<file path="src/rtl/upd_periph_pkg.sv">
/* uPD7800 peripheral definitions
   Register selects, interrupt sources, vectors and bus structs */

package upd_periph_pkg;

  typedef logic [7:0] byte_t;

  // Special register codes as used by the MOV sr instructions
  typedef enum logic [2:0] {
    SPR_PA  = 3'd0,
    SPR_PB  = 3'd1,
    SPR_PC  = 3'd2,
    SPR_MK  = 3'd3,
    SPR_MB  = 3'd4,
    SPR_MC  = 3'd5,
    SPR_TM0 = 3'd6,
    SPR_TM1 = 3'd7
  } spr_sel_t;

  typedef struct packed {
    logic     strobe;
    spr_sel_t sel;
    byte_t    data;
  } spr_wr_t;

  // TM1[3:0] over TM0
  typedef logic [11:0] tm_reload_t;

  ////////////////////
  // Interrupts

  // One bit per source, lower index wins
  typedef logic [3:0] int_src_t;

  localparam int INT_IDX_INT0 = 0;
  localparam int INT_IDX_INTT = 1;
  localparam int INT_IDX_INT1 = 2;
  localparam int INT_IDX_INT2 = 3;

  typedef logic [7:0] int_vec_t;

  localparam int_vec_t VEC_INT0 = 8'h04;
  localparam int_vec_t VEC_INTT = 8'h08;
  localparam int_vec_t VEC_INT1 = 8'h10;
  localparam int_vec_t VEC_INT2 = 8'h20;
  localparam int_vec_t VEC_NONE = 8'h00;

  typedef struct packed {
    byte_t out;
    byte_t oe;
  } port_pins_t;

  localparam byte_t      MK_RESET   = 8'hff;
  localparam byte_t      MODE_RESET = 8'hff;
  localparam tm_reload_t TM_RESET   = 12'hfff;

  // MK[3:0] mask sources in int_src_t order
  localparam int MK_BIT_INT2_POL = 5;

endpackage

</file>
<file path="src/rtl/upd_spr_ports.sv">
/* Special register file with port direction, Port C control-bit masking
   and register readback */

`timescale 1ns/1ns

module upd_spr_ports (
  input  logic                       CLK,
  input  logic                       reset,
  input  upd_periph_pkg::spr_wr_t    spr_wr,
  input  upd_periph_pkg::spr_sel_t   spr_rd_sel,
  input  upd_periph_pkg::byte_t      pb_in,
  input  upd_periph_pkg::byte_t      pc_in,
  output upd_periph_pkg::byte_t      spr_rdata,
  output upd_periph_pkg::byte_t      pa_out,
  output upd_periph_pkg::port_pins_t pb,
  output upd_periph_pkg::port_pins_t pc,
  output upd_periph_pkg::byte_t      mk,
  output upd_periph_pkg::tm_reload_t tm_reload
);

  upd_periph_pkg::byte_t      pa_latch;
  upd_periph_pkg::byte_t      pb_latch;
  upd_periph_pkg::byte_t      pc_latch;
  upd_periph_pkg::byte_t      mb;
  upd_periph_pkg::byte_t      mc;
  upd_periph_pkg::tm_reload_t tm;
  upd_periph_pkg::byte_t      pb_merged;
  upd_periph_pkg::byte_t      pc_merged;

  ////////////////////
  // Register writes

  always_ff @(posedge CLK) begin
    if (reset) begin
      pa_latch <= '0;
      pb_latch <= '0;
      pc_latch <= '0;
      mk       <= upd_periph_pkg::MK_RESET;
      mb       <= upd_periph_pkg::MODE_RESET;
      mc       <= upd_periph_pkg::MODE_RESET;
      tm       <= upd_periph_pkg::TM_RESET;
    end else if (spr_wr.strobe) begin
      case (spr_wr.sel)
        upd_periph_pkg::SPR_PA:  pa_latch <= spr_wr.data;
        upd_periph_pkg::SPR_PB:  pb_latch <= spr_wr.data;
        upd_periph_pkg::SPR_PC:  pc_latch <= spr_wr.data;
        upd_periph_pkg::SPR_MK:  mk <= spr_wr.data;
        upd_periph_pkg::SPR_MB:  mb <= spr_wr.data;
        upd_periph_pkg::SPR_MC:  mc <= spr_wr.data;
        upd_periph_pkg::SPR_TM0: tm[7:0] <= spr_wr.data;
        upd_periph_pkg::SPR_TM1: tm[11:8] <= spr_wr.data[3:0];
        default: ;
      endcase
    end
  end

  ////////////////////
  // Port pins

  // Mode bit set means input
  assign pb.oe  = ~mb;
  assign pb.out = pb_latch;

  // PC6..PC3 are always outputs, PC2 always input
  assign pc.oe  = {~mc[7], 4'b1111, 1'b0, ~mc[1:0]};
  // Control-function bits hold their port output low
  assign pc.out = pc_latch & {mc[7:2], ~mc[1:0]};

  assign pa_out = pa_latch;

  // Output bits read back the latch, inputs read the pin
  assign pb_merged = (pb_latch & pb.oe) | (pb_in & ~pb.oe);
  assign pc_merged = (pc_latch & pc.oe) | (pc_in & ~pc.oe);

  ////////////////////
  // Readback

  always_comb begin
    spr_rdata = '0;
    case (spr_rd_sel)
      upd_periph_pkg::SPR_PA:  spr_rdata = pa_latch;
      upd_periph_pkg::SPR_PB:  spr_rdata = pb_merged;
      upd_periph_pkg::SPR_PC:  spr_rdata = pc_merged;
      upd_periph_pkg::SPR_MK:  spr_rdata = mk;
      upd_periph_pkg::SPR_MB:  spr_rdata = mb;
      upd_periph_pkg::SPR_MC:  spr_rdata = mc;
      upd_periph_pkg::SPR_TM0: spr_rdata = tm[7:0];
      upd_periph_pkg::SPR_TM1: spr_rdata = {4'b0000, tm[11:8]};
      default: ;
    endcase
  end

  assign tm_reload = tm;

endmodule

</file>
<file path="src/rtl/upd_timer.sv">
/* Interval timer, a 12-bit down counter behind a prescaler
   with reload on underflow or timer start */

`timescale 1ns/1ns

module upd_timer #(
  parameter int PRESCALE_BITS = 3
) (
  input  logic                       CLK,
  input  logic                       reset,
  input  upd_periph_pkg::tm_reload_t tm_reload,
  input  logic                       tm_start,
  output logic                       tm_underflow
);

  localparam int CNT_W = $bits(upd_periph_pkg::tm_reload_t) + PRESCALE_BITS;

  // Counter bits above, prescaler bits below
  logic [CNT_W-1:0] count;
  logic [CNT_W-1:0] reload_value;

  // Prescaler restarts from all ones on every reload
  assign reload_value = {tm_reload, {PRESCALE_BITS{1'b1}}};

  // High for the one cycle the count sits at zero
  assign tm_underflow = (count == '0);

  always_ff @(posedge CLK) begin
    if (reset) begin
      count <= {upd_periph_pkg::TM_RESET, {PRESCALE_BITS{1'b1}}};
    end else if (tm_underflow || tm_start) begin
      count <= reload_value;
    end else begin
      count <= count - CNT_W'(1);
    end
  end

endmodule

</file>
<file path="src/rtl/upd_int_sampler.sv">
/* INT1/INT2 sampling at the divided strobe
   Edge qualified by one low sample then three high ones */

`timescale 1ns/1ns

module upd_int_sampler #(
  parameter int SAMPLE_DIV = 12
) (
  input  logic CLK,
  input  logic reset,
  input  logic int1,
  input  logic int2,
  input  logic int2_active_high,
  output logic int1_edge,
  output logic int2_edge
);

  localparam int DIV_W = $clog2(SAMPLE_DIV);

  logic [DIV_W-1:0] div_cnt;
  logic             strobe;
  logic [1:0]       sample;
  logic [3:0]       hist [2];
  logic [1:0]       qualified;

  ////////////////////
  // Sample strobe

  assign strobe = (div_cnt == DIV_W'(SAMPLE_DIV - 1));

  always_ff @(posedge CLK) begin
    if (reset) begin
      div_cnt <= '0;
    end else begin
      div_cnt <= strobe ? '0 : div_cnt + 1'b1;
    end
  end

  ////////////////////
  // Filters

  // Active-low INT2 is turned into a rising request
  assign sample = {int2 ^ ~int2_active_high, int1};

  always_ff @(posedge CLK) begin
    if (reset) begin
      hist[0] <= '0;
      hist[1] <= '0;
    end else if (strobe) begin
      for (int i = 0; i < 2; i++) begin
        hist[i] <= {hist[i][2:0], sample[i]};
      end
    end
  end

  // Oldest sample low, newest three high
  always_comb begin
    for (int i = 0; i < 2; i++) begin
      qualified[i] = strobe && (hist[i] == 4'b0111);
    end
  end

  assign int1_edge = qualified[0];
  assign int2_edge = qualified[1];

endmodule

</file>
<file path="src/rtl/upd_int_ctrl.sv">
/* Interrupt controller with pending flags, MK/IE masking,
   fixed priority and vector output */

`timescale 1ns/1ns

module upd_int_ctrl (
  input  logic                     CLK,
  input  logic                     reset,
  input  logic                     int0,
  input  logic                     int1_edge,
  input  logic                     int2_edge,
  input  logic                     tm_underflow,
  input  upd_periph_pkg::byte_t    mk,
  input  logic                     int_enable,
  input  logic                     int_ack,
  output logic                     irq,
  output upd_periph_pkg::int_vec_t int_vector
);

  upd_periph_pkg::int_src_t pending;
  upd_periph_pkg::int_src_t req_set;
  upd_periph_pkg::int_src_t req_clr;
  upd_periph_pkg::int_src_t enabled;
  upd_periph_pkg::int_src_t active;
  upd_periph_pkg::int_src_t winner;

  ////////////////////
  // Pending flags

  always_comb begin
    req_set = '0;
    // INT0 is a level, re-pended while held high
    req_set[upd_periph_pkg::INT_IDX_INT0] = int0 & ~pending[upd_periph_pkg::INT_IDX_INT0];
    req_set[upd_periph_pkg::INT_IDX_INTT] = tm_underflow;
    req_set[upd_periph_pkg::INT_IDX_INT1] = int1_edge;
    req_set[upd_periph_pkg::INT_IDX_INT2] = int2_edge;
  end

  always_comb begin
    req_clr = int_ack ? winner : '0;
    if (!int0) begin
      req_clr[upd_periph_pkg::INT_IDX_INT0] = 1'b1;
    end
  end

  // A new request on the acknowledge edge stays pending
  always_ff @(posedge CLK) begin
    if (reset) begin
      pending <= '0;
    end else begin
      pending <= (pending & ~req_clr) | req_set;
    end
  end

  ////////////////////
  // Mask and priority

  // MK bit set masks the source
  assign enabled = {4{int_enable}} & ~mk[3:0];
  assign active  = pending & enabled;

  // Lowest set bit has the highest priority
  assign winner = active & (~active + 1'b1);
  assign irq    = |active;

  always_comb begin
    int_vector = upd_periph_pkg::VEC_NONE;
    if (winner[upd_periph_pkg::INT_IDX_INT0]) begin
      int_vector = upd_periph_pkg::VEC_INT0;
    end else if (winner[upd_periph_pkg::INT_IDX_INTT]) begin
      int_vector = upd_periph_pkg::VEC_INTT;
    end else if (winner[upd_periph_pkg::INT_IDX_INT1]) begin
      int_vector = upd_periph_pkg::VEC_INT1;
    end else if (winner[upd_periph_pkg::INT_IDX_INT2]) begin
      int_vector = upd_periph_pkg::VEC_INT2;
    end
  end

endmodule

</file>
<file path="src/rtl/upd_periph.sv">
/* uPD7800 peripheral block with special registers, ports,
   interval timer and interrupt controller */

`timescale 1ns/1ns

module upd_periph #(
  parameter int SAMPLE_DIV    = 12,
  parameter int PRESCALE_BITS = 3
) (
  input  logic                       CLK,
  input  logic                       reset,
  input  upd_periph_pkg::spr_wr_t    spr_wr,
  input  upd_periph_pkg::spr_sel_t   spr_rd_sel,
  input  upd_periph_pkg::byte_t      pb_in,
  input  upd_periph_pkg::byte_t      pc_in,
  input  logic                       int0,
  input  logic                       int1,
  input  logic                       int2,
  input  logic                       int_enable,
  input  logic                       int_ack,
  input  logic                       tm_start,
  output upd_periph_pkg::byte_t      spr_rdata,
  output upd_periph_pkg::byte_t      pa_out,
  output upd_periph_pkg::port_pins_t pb,
  output upd_periph_pkg::port_pins_t pc,
  output logic                       irq,
  output upd_periph_pkg::int_vec_t   int_vector
);

  upd_periph_pkg::byte_t      mk;
  upd_periph_pkg::tm_reload_t tm_reload;
  logic                       tm_underflow;
  logic                       int1_edge;
  logic                       int2_edge;

  upd_spr_ports i_spr_ports (
    .CLK        (CLK),
    .reset      (reset),
    .spr_wr     (spr_wr),
    .spr_rd_sel (spr_rd_sel),
    .pb_in      (pb_in),
    .pc_in      (pc_in),
    .spr_rdata  (spr_rdata),
    .pa_out     (pa_out),
    .pb         (pb),
    .pc         (pc),
    .mk         (mk),
    .tm_reload  (tm_reload)
  );

  upd_timer #(
    .PRESCALE_BITS (PRESCALE_BITS)
  ) i_timer (
    .CLK          (CLK),
    .reset        (reset),
    .tm_reload    (tm_reload),
    .tm_start     (tm_start),
    .tm_underflow (tm_underflow)
  );

  // MK5 selects INT2 polarity
  upd_int_sampler #(
    .SAMPLE_DIV (SAMPLE_DIV)
  ) i_int_sampler (
    .CLK              (CLK),
    .reset            (reset),
    .int1             (int1),
    .int2             (int2),
    .int2_active_high (mk[upd_periph_pkg::MK_BIT_INT2_POL]),
    .int1_edge        (int1_edge),
    .int2_edge        (int2_edge)
  );

  upd_int_ctrl i_int_ctrl (
    .CLK          (CLK),
    .reset        (reset),
    .int0         (int0),
    .int1_edge    (int1_edge),
    .int2_edge    (int2_edge),
    .tm_underflow (tm_underflow),
    .mk           (mk),
    .int_enable   (int_enable),
    .int_ack      (int_ack),
    .irq          (irq),
    .int_vector   (int_vector)
  );

endmodule

</file>
<file path="config.mk">
export PLATFORM = sky130hd
export DESIGN_NAME = upd_periph
export DESIGN_NICKNAME = d
export VERILOG_FILES = /design/src/rtl/upd_periph_pkg.sv /design/src/rtl/upd_spr_ports.sv /design/src/rtl/upd_timer.sv /design/src/rtl/upd_int_sampler.sv /design/src/rtl/upd_int_ctrl.sv /design/src/rtl/upd_periph.sv
export SDC_FILE = /design/constraint.sdc
export NUM_CORES = 1
export LEC_CHECK = 0
export BUFFER_PORTS_ARGS = -buffer_cell sky130_fd_sc_hd__buf_4
export CAP_MARGIN = 0
export CORE_MARGIN = 5
export CORE_UTILIZATION = 49
export CTS_CLUSTER_DIAMETER = 200
export DETAILED_ROUTE_END_ITERATION = 10
export PLACE_DENSITY = 0.77
export SYNTH_ARGS = -nofsm -noshare
export SYNTH_HDL_FRONTEND = slang
export SYNTH_SLANG_ARGS = --single-unit
</file>
<file path="constraint.sdc">
create_clock -name CLK -period 1.5 [get_ports CLK]
set_input_delay 0.15 -clock CLK [delete_from_list [all_inputs] [get_ports CLK]]
set_output_delay 0.15 -clock CLK [all_outputs]
set_load 0.1 [all_outputs]
</file>
==> run summary <==
FF+latch count, synth: 91
Tot Pwr: 5.81 mW
Syn Area/Cell: 8.67 µm²
CP peak stage delay: 530 ps
FP Rows: 34
Routed wire per std cell: 19.1 µm
post-synthesis sequential area ratio: 43.4%
Vias: 4418
largest net degree at the start of global routing: 44
Max FO, Critical Path: 2
die area: 10900 µm²
CP Class: reg -> out
Area Overhead vs Synth: 50.7%
Placement Cell Area: 5780 µm²
Worst Setup SP: i_spr_ports.mb[2]$_SDFFE_PP1P_
endpoints failing setup: 23
drt first pass iters: 5
root buffer cell: clkbuf_8
Max Cap Violations: 0
TNS Setup: -3920 ps
r2r setup slk: -90 ps
fin crit share: 135%
status: finished with violations
layout cells sized above 1: 44.5%
grt ovf: 0
fmax: 0.495 GHz
worst r2r src: i_timer.count[0]$_SDFF_PP1_
First DRT Iteration DRCs: 269
clk_skew: 8.88 ps
PwrDens: 879 nW/µm²
delay-heaviest family, CP: multiplexers
PortBufs: 82
cell leakage power: 2.84 nW
Worst path depth: 5
clock buffer depth: 2
Initial Util: 50.3%
Post-synth top flop: dfxtp_1
width of the die: 105 µm
CP Launch Type: register
post-route cell area: 6610 µm²
ys async rst share: 0%
Core Area: 8720 µm²
worst flop-to-flop path endpoint: i_timer.count[9]$_SDFF_PP1_
CTS Buf Count: 9
Slew headroom: 62.4%
Max VDD drop: 603 µV
Clock Sinks: 91
number of distinct library cells after synthesis: 55
Final Critical Period: 2020 ps
Worst Setup End Kind: output pin
max-slew violation count: 0
residual DRC count: 0
initial antenna violation count: 0
failing checks: negative setup slack
Syn Inst Count: 506
CP arrival: 1870 ps
Worst-Margin Slew: 564 ps
worst slack, placed: -241 ps
die height: 105 µm
Vias/cell: 5.75
drt total wl: 14.7 mm
routability cong.: 0.901
Post-DRT Antenna Nets: 0
# fillers: 581
ANT cells: 0
RSZ-0062 raised after global routing: yes
Mapped Area: 4390 µm²
number of enable flip-flop cells after synthesis: 8
Worst EP required: 1350 ps
H-tree levels: 3
vias in the first global route: 4447
detailed placement HPWL: 9.98 mm
Bufs and invs on worst path: 1
crit-path cells: mux2_4 -> mux4_2 -> nand2_4 -> nand2_8 -> buf_12
CTS tree: built
Final Hold Fails: 0
Clock transition at path regs: 100 ps
Critical path destination: spr_rdata[2]
Syn. warnings: 0
All-Layer GR Usage: 25.6%
R2R cell count: 4
I/O pin cnt: 96
clock latency on the worst-skew pair: 370 ps
# nets final: 697
first-pass GRT wire length: 22.5 mm
worst min-delay path class: in -> reg
Crit-path slowest cell: mux4_2
worst setup margin: -519 ps
## cell usage after synthesis, drive strengths merged (2+ instances only)
| library cell | instances | area (µm²) |
|---|---|---|
| o32a | 2 | 20.0 |
| nand4 | 6 | 37.5 |
| conb | 2 | 7.51 |
| and2 | 11 | 68.8 |
| a22oi | 4 | 30.0 |
| xnor2 | 6 | 52.6 |
| nand2 | 123 | 462 |
| o211ai | 19 | 148 |
| o311ai | 2 | 17.5 |
| mux2i | 20 | 200 |
| nor3 | 7 | 40.0 |
| a21oi | 34 | 170 |
| mux2 | 7 | 78.8 |
| and3 | 2 | 12.5 |
| mux4 | 8 | 180 |
| nor3b | 4 | 40.0 |
| nor2b | 9 | 56.3 |
| edfxtp | 8 | 240 |
| nor4 | 5 | 46.3 |
| nand2b | 7 | 43.8 |
| inv | 21 | 78.8 |
| ha | 3 | 37.5 |
| dfxtp | 83 | 1660 |
| o221ai | 3 | 26.3 |
| o21ai | 4 | 20.0 |
| nand3 | 16 | 80.1 |
| nor2 | 21 | 81.3 |
| o21a | 3 | 22.5 |
| buf | 16 | 106 |
| xor2 | 8 | 70.1 |
| and3b | 2 | 17.5 |
| clkinv | 2 | 7.51 |
| o31ai | 5 | 37.5 |
| clkbuf | 21 | 78.8 |
## final cells by class
type | count | area (µm²) | area share (%)
tap | 108 | 135 | 2.04
clock inverter | 7 | 98.8 | 1.50
sequential | 91 | 1960 | 29.7
inverter | 23 | 92.6 | 1.40
multi-input combinational | 362 | 2680 | 40.6
clock buffer | 9 | 124 | 1.87
timing repair buffer | 168 | 1510 | 22.9
## cells by family (layout without fill, tap and decap cells)
| group | Yosys count | after routing | share of synthesized area [%] |
|---|---|---|---|
| adder cells (fa/ha/maj) | 3 | 3 | 0.856 |
| other | 2 | 9 | 0.171 |
| AO/OA/AOI/OAI | 84 | 84 | 12.9 |
| XOR/XNOR | 14 | 14 | 2.80 |
| multiplexers | 35 | 35 | 10.5 |
| buffers and inverters | 60 | 207 | 6.19 |
| AND/OR/NAND/NOR | 217 | 217 | 23.2 |
| flip-flops | 91 | 91 | 43.4 |
## stage by stage
step                      std cells  hold slack, ps  util (%)
after floorplan                 513             237         -
after global placement          741             332      66.3
after detailed placement        741             353      66.3
after CTS                       766            24.9      73.3
after global routing            768            34.0      75.8
final                           768            19.9      75.8
## registers in the layout (all words and copies together) (netlist names), 8 cells and up
| signal | count |
|---|---|
| i_timer.count | 15 |
| i_spr_ports.mb | 8 |
| i_spr_ports.mk | 8 |
| i_spr_ports.pb_latch | 8 |
| i_int_sampler.hist | 8 |
| i_spr_ports.tm_reload | 12 |
| i_spr_ports.pc_latch | 8 |
| i_spr_ports.mc | 8 |
| i_spr_ports.pa_out | 8 |
## what timing repair did
action                                  4_1_cts  5_1_grt
resized for setup                            82       45
cloned                                        0        1
endpoints found under the setup margin       18       28
hold buffers                                  1        0
setup buffers                                10        3
pin swaps                                    17       16
endpoints found under the hold margin         1        0
## metal layers
layer  GRT usage [%]  vias up  wire length [µm]
met4            8.49        0               437
met1            31.6     2137              5720
met3            6.04       47              1130
met5               0        -                 0
met2            44.0      210              7400
li1                -     2024                 -
## where the power goes
group          total [mW]  internal (mW)  switching (mW)
Combinational        1.36          0.495           0.862
Clock                1.87          0.950           0.922
Sequential           2.58           2.51          0.0687
Total                5.81           3.96            1.85
## how the worst min path moves through the flow
| stage | start | slack [ps] | to | cells past startpoint |
|---|---|---|---|---|
| finish | int0 | 20 | i_int_ctrl.pending[0]$_SDFF_PP0_ | 3 |
| global route | int0 | 30 | i_int_ctrl.pending[0]$_SDFF_PP0_ | 3 |
| CTS | int0 | 20 | i_int_ctrl.pending[0]$_SDFF_PP0_ | 3 |
| detailed placement | int_ack | 350 | i_int_ctrl.pending[0]$_SDFF_PP0_ | 2 |
| global placement | int_ack | 330 | i_int_ctrl.pending[0]$_SDFF_PP0_ | 2 |
| floorplan | int_ack | 240 | i_int_ctrl.pending[0]$_SDFF_PP0_ | 1 |
## layout by cell type, fill, tap and decap left out, types with 4 or more instances in the layout
cell type  instances
clkbuf_8           9
inv_1             19
nand3_1           13
a21oi_2            5
buf_12            15
nor2_4             5
nor3_1             5
dfxtp_2           23
mux2i_1           19
mux2_4             6
conb_1             9
nand2b_1           5
nor4_4             4
o31ai_1            4
nand2_1          115
nor2b_4            4
dfxtp_4            9
mux4_2             8
nor2b_1            5
o211ai_1          18
xor2_1             8
xnor2_1            6
buf_6             16
dfxtp_1           51
and2_1            11
buf_4            136
nor2_1            15
a22oi_2            4
edfxtp_1           8
a21oi_1           28
nand4_1            6
## worst reg2reg max path, stage by stage (launching register included)
cell and delay [ps]:
dfxtp_4 380, or4_4 530, nor3b_2 260, xnor2_1 200
a22oi_2 120
No activity file was read; power rests on OpenSTA's default activity.
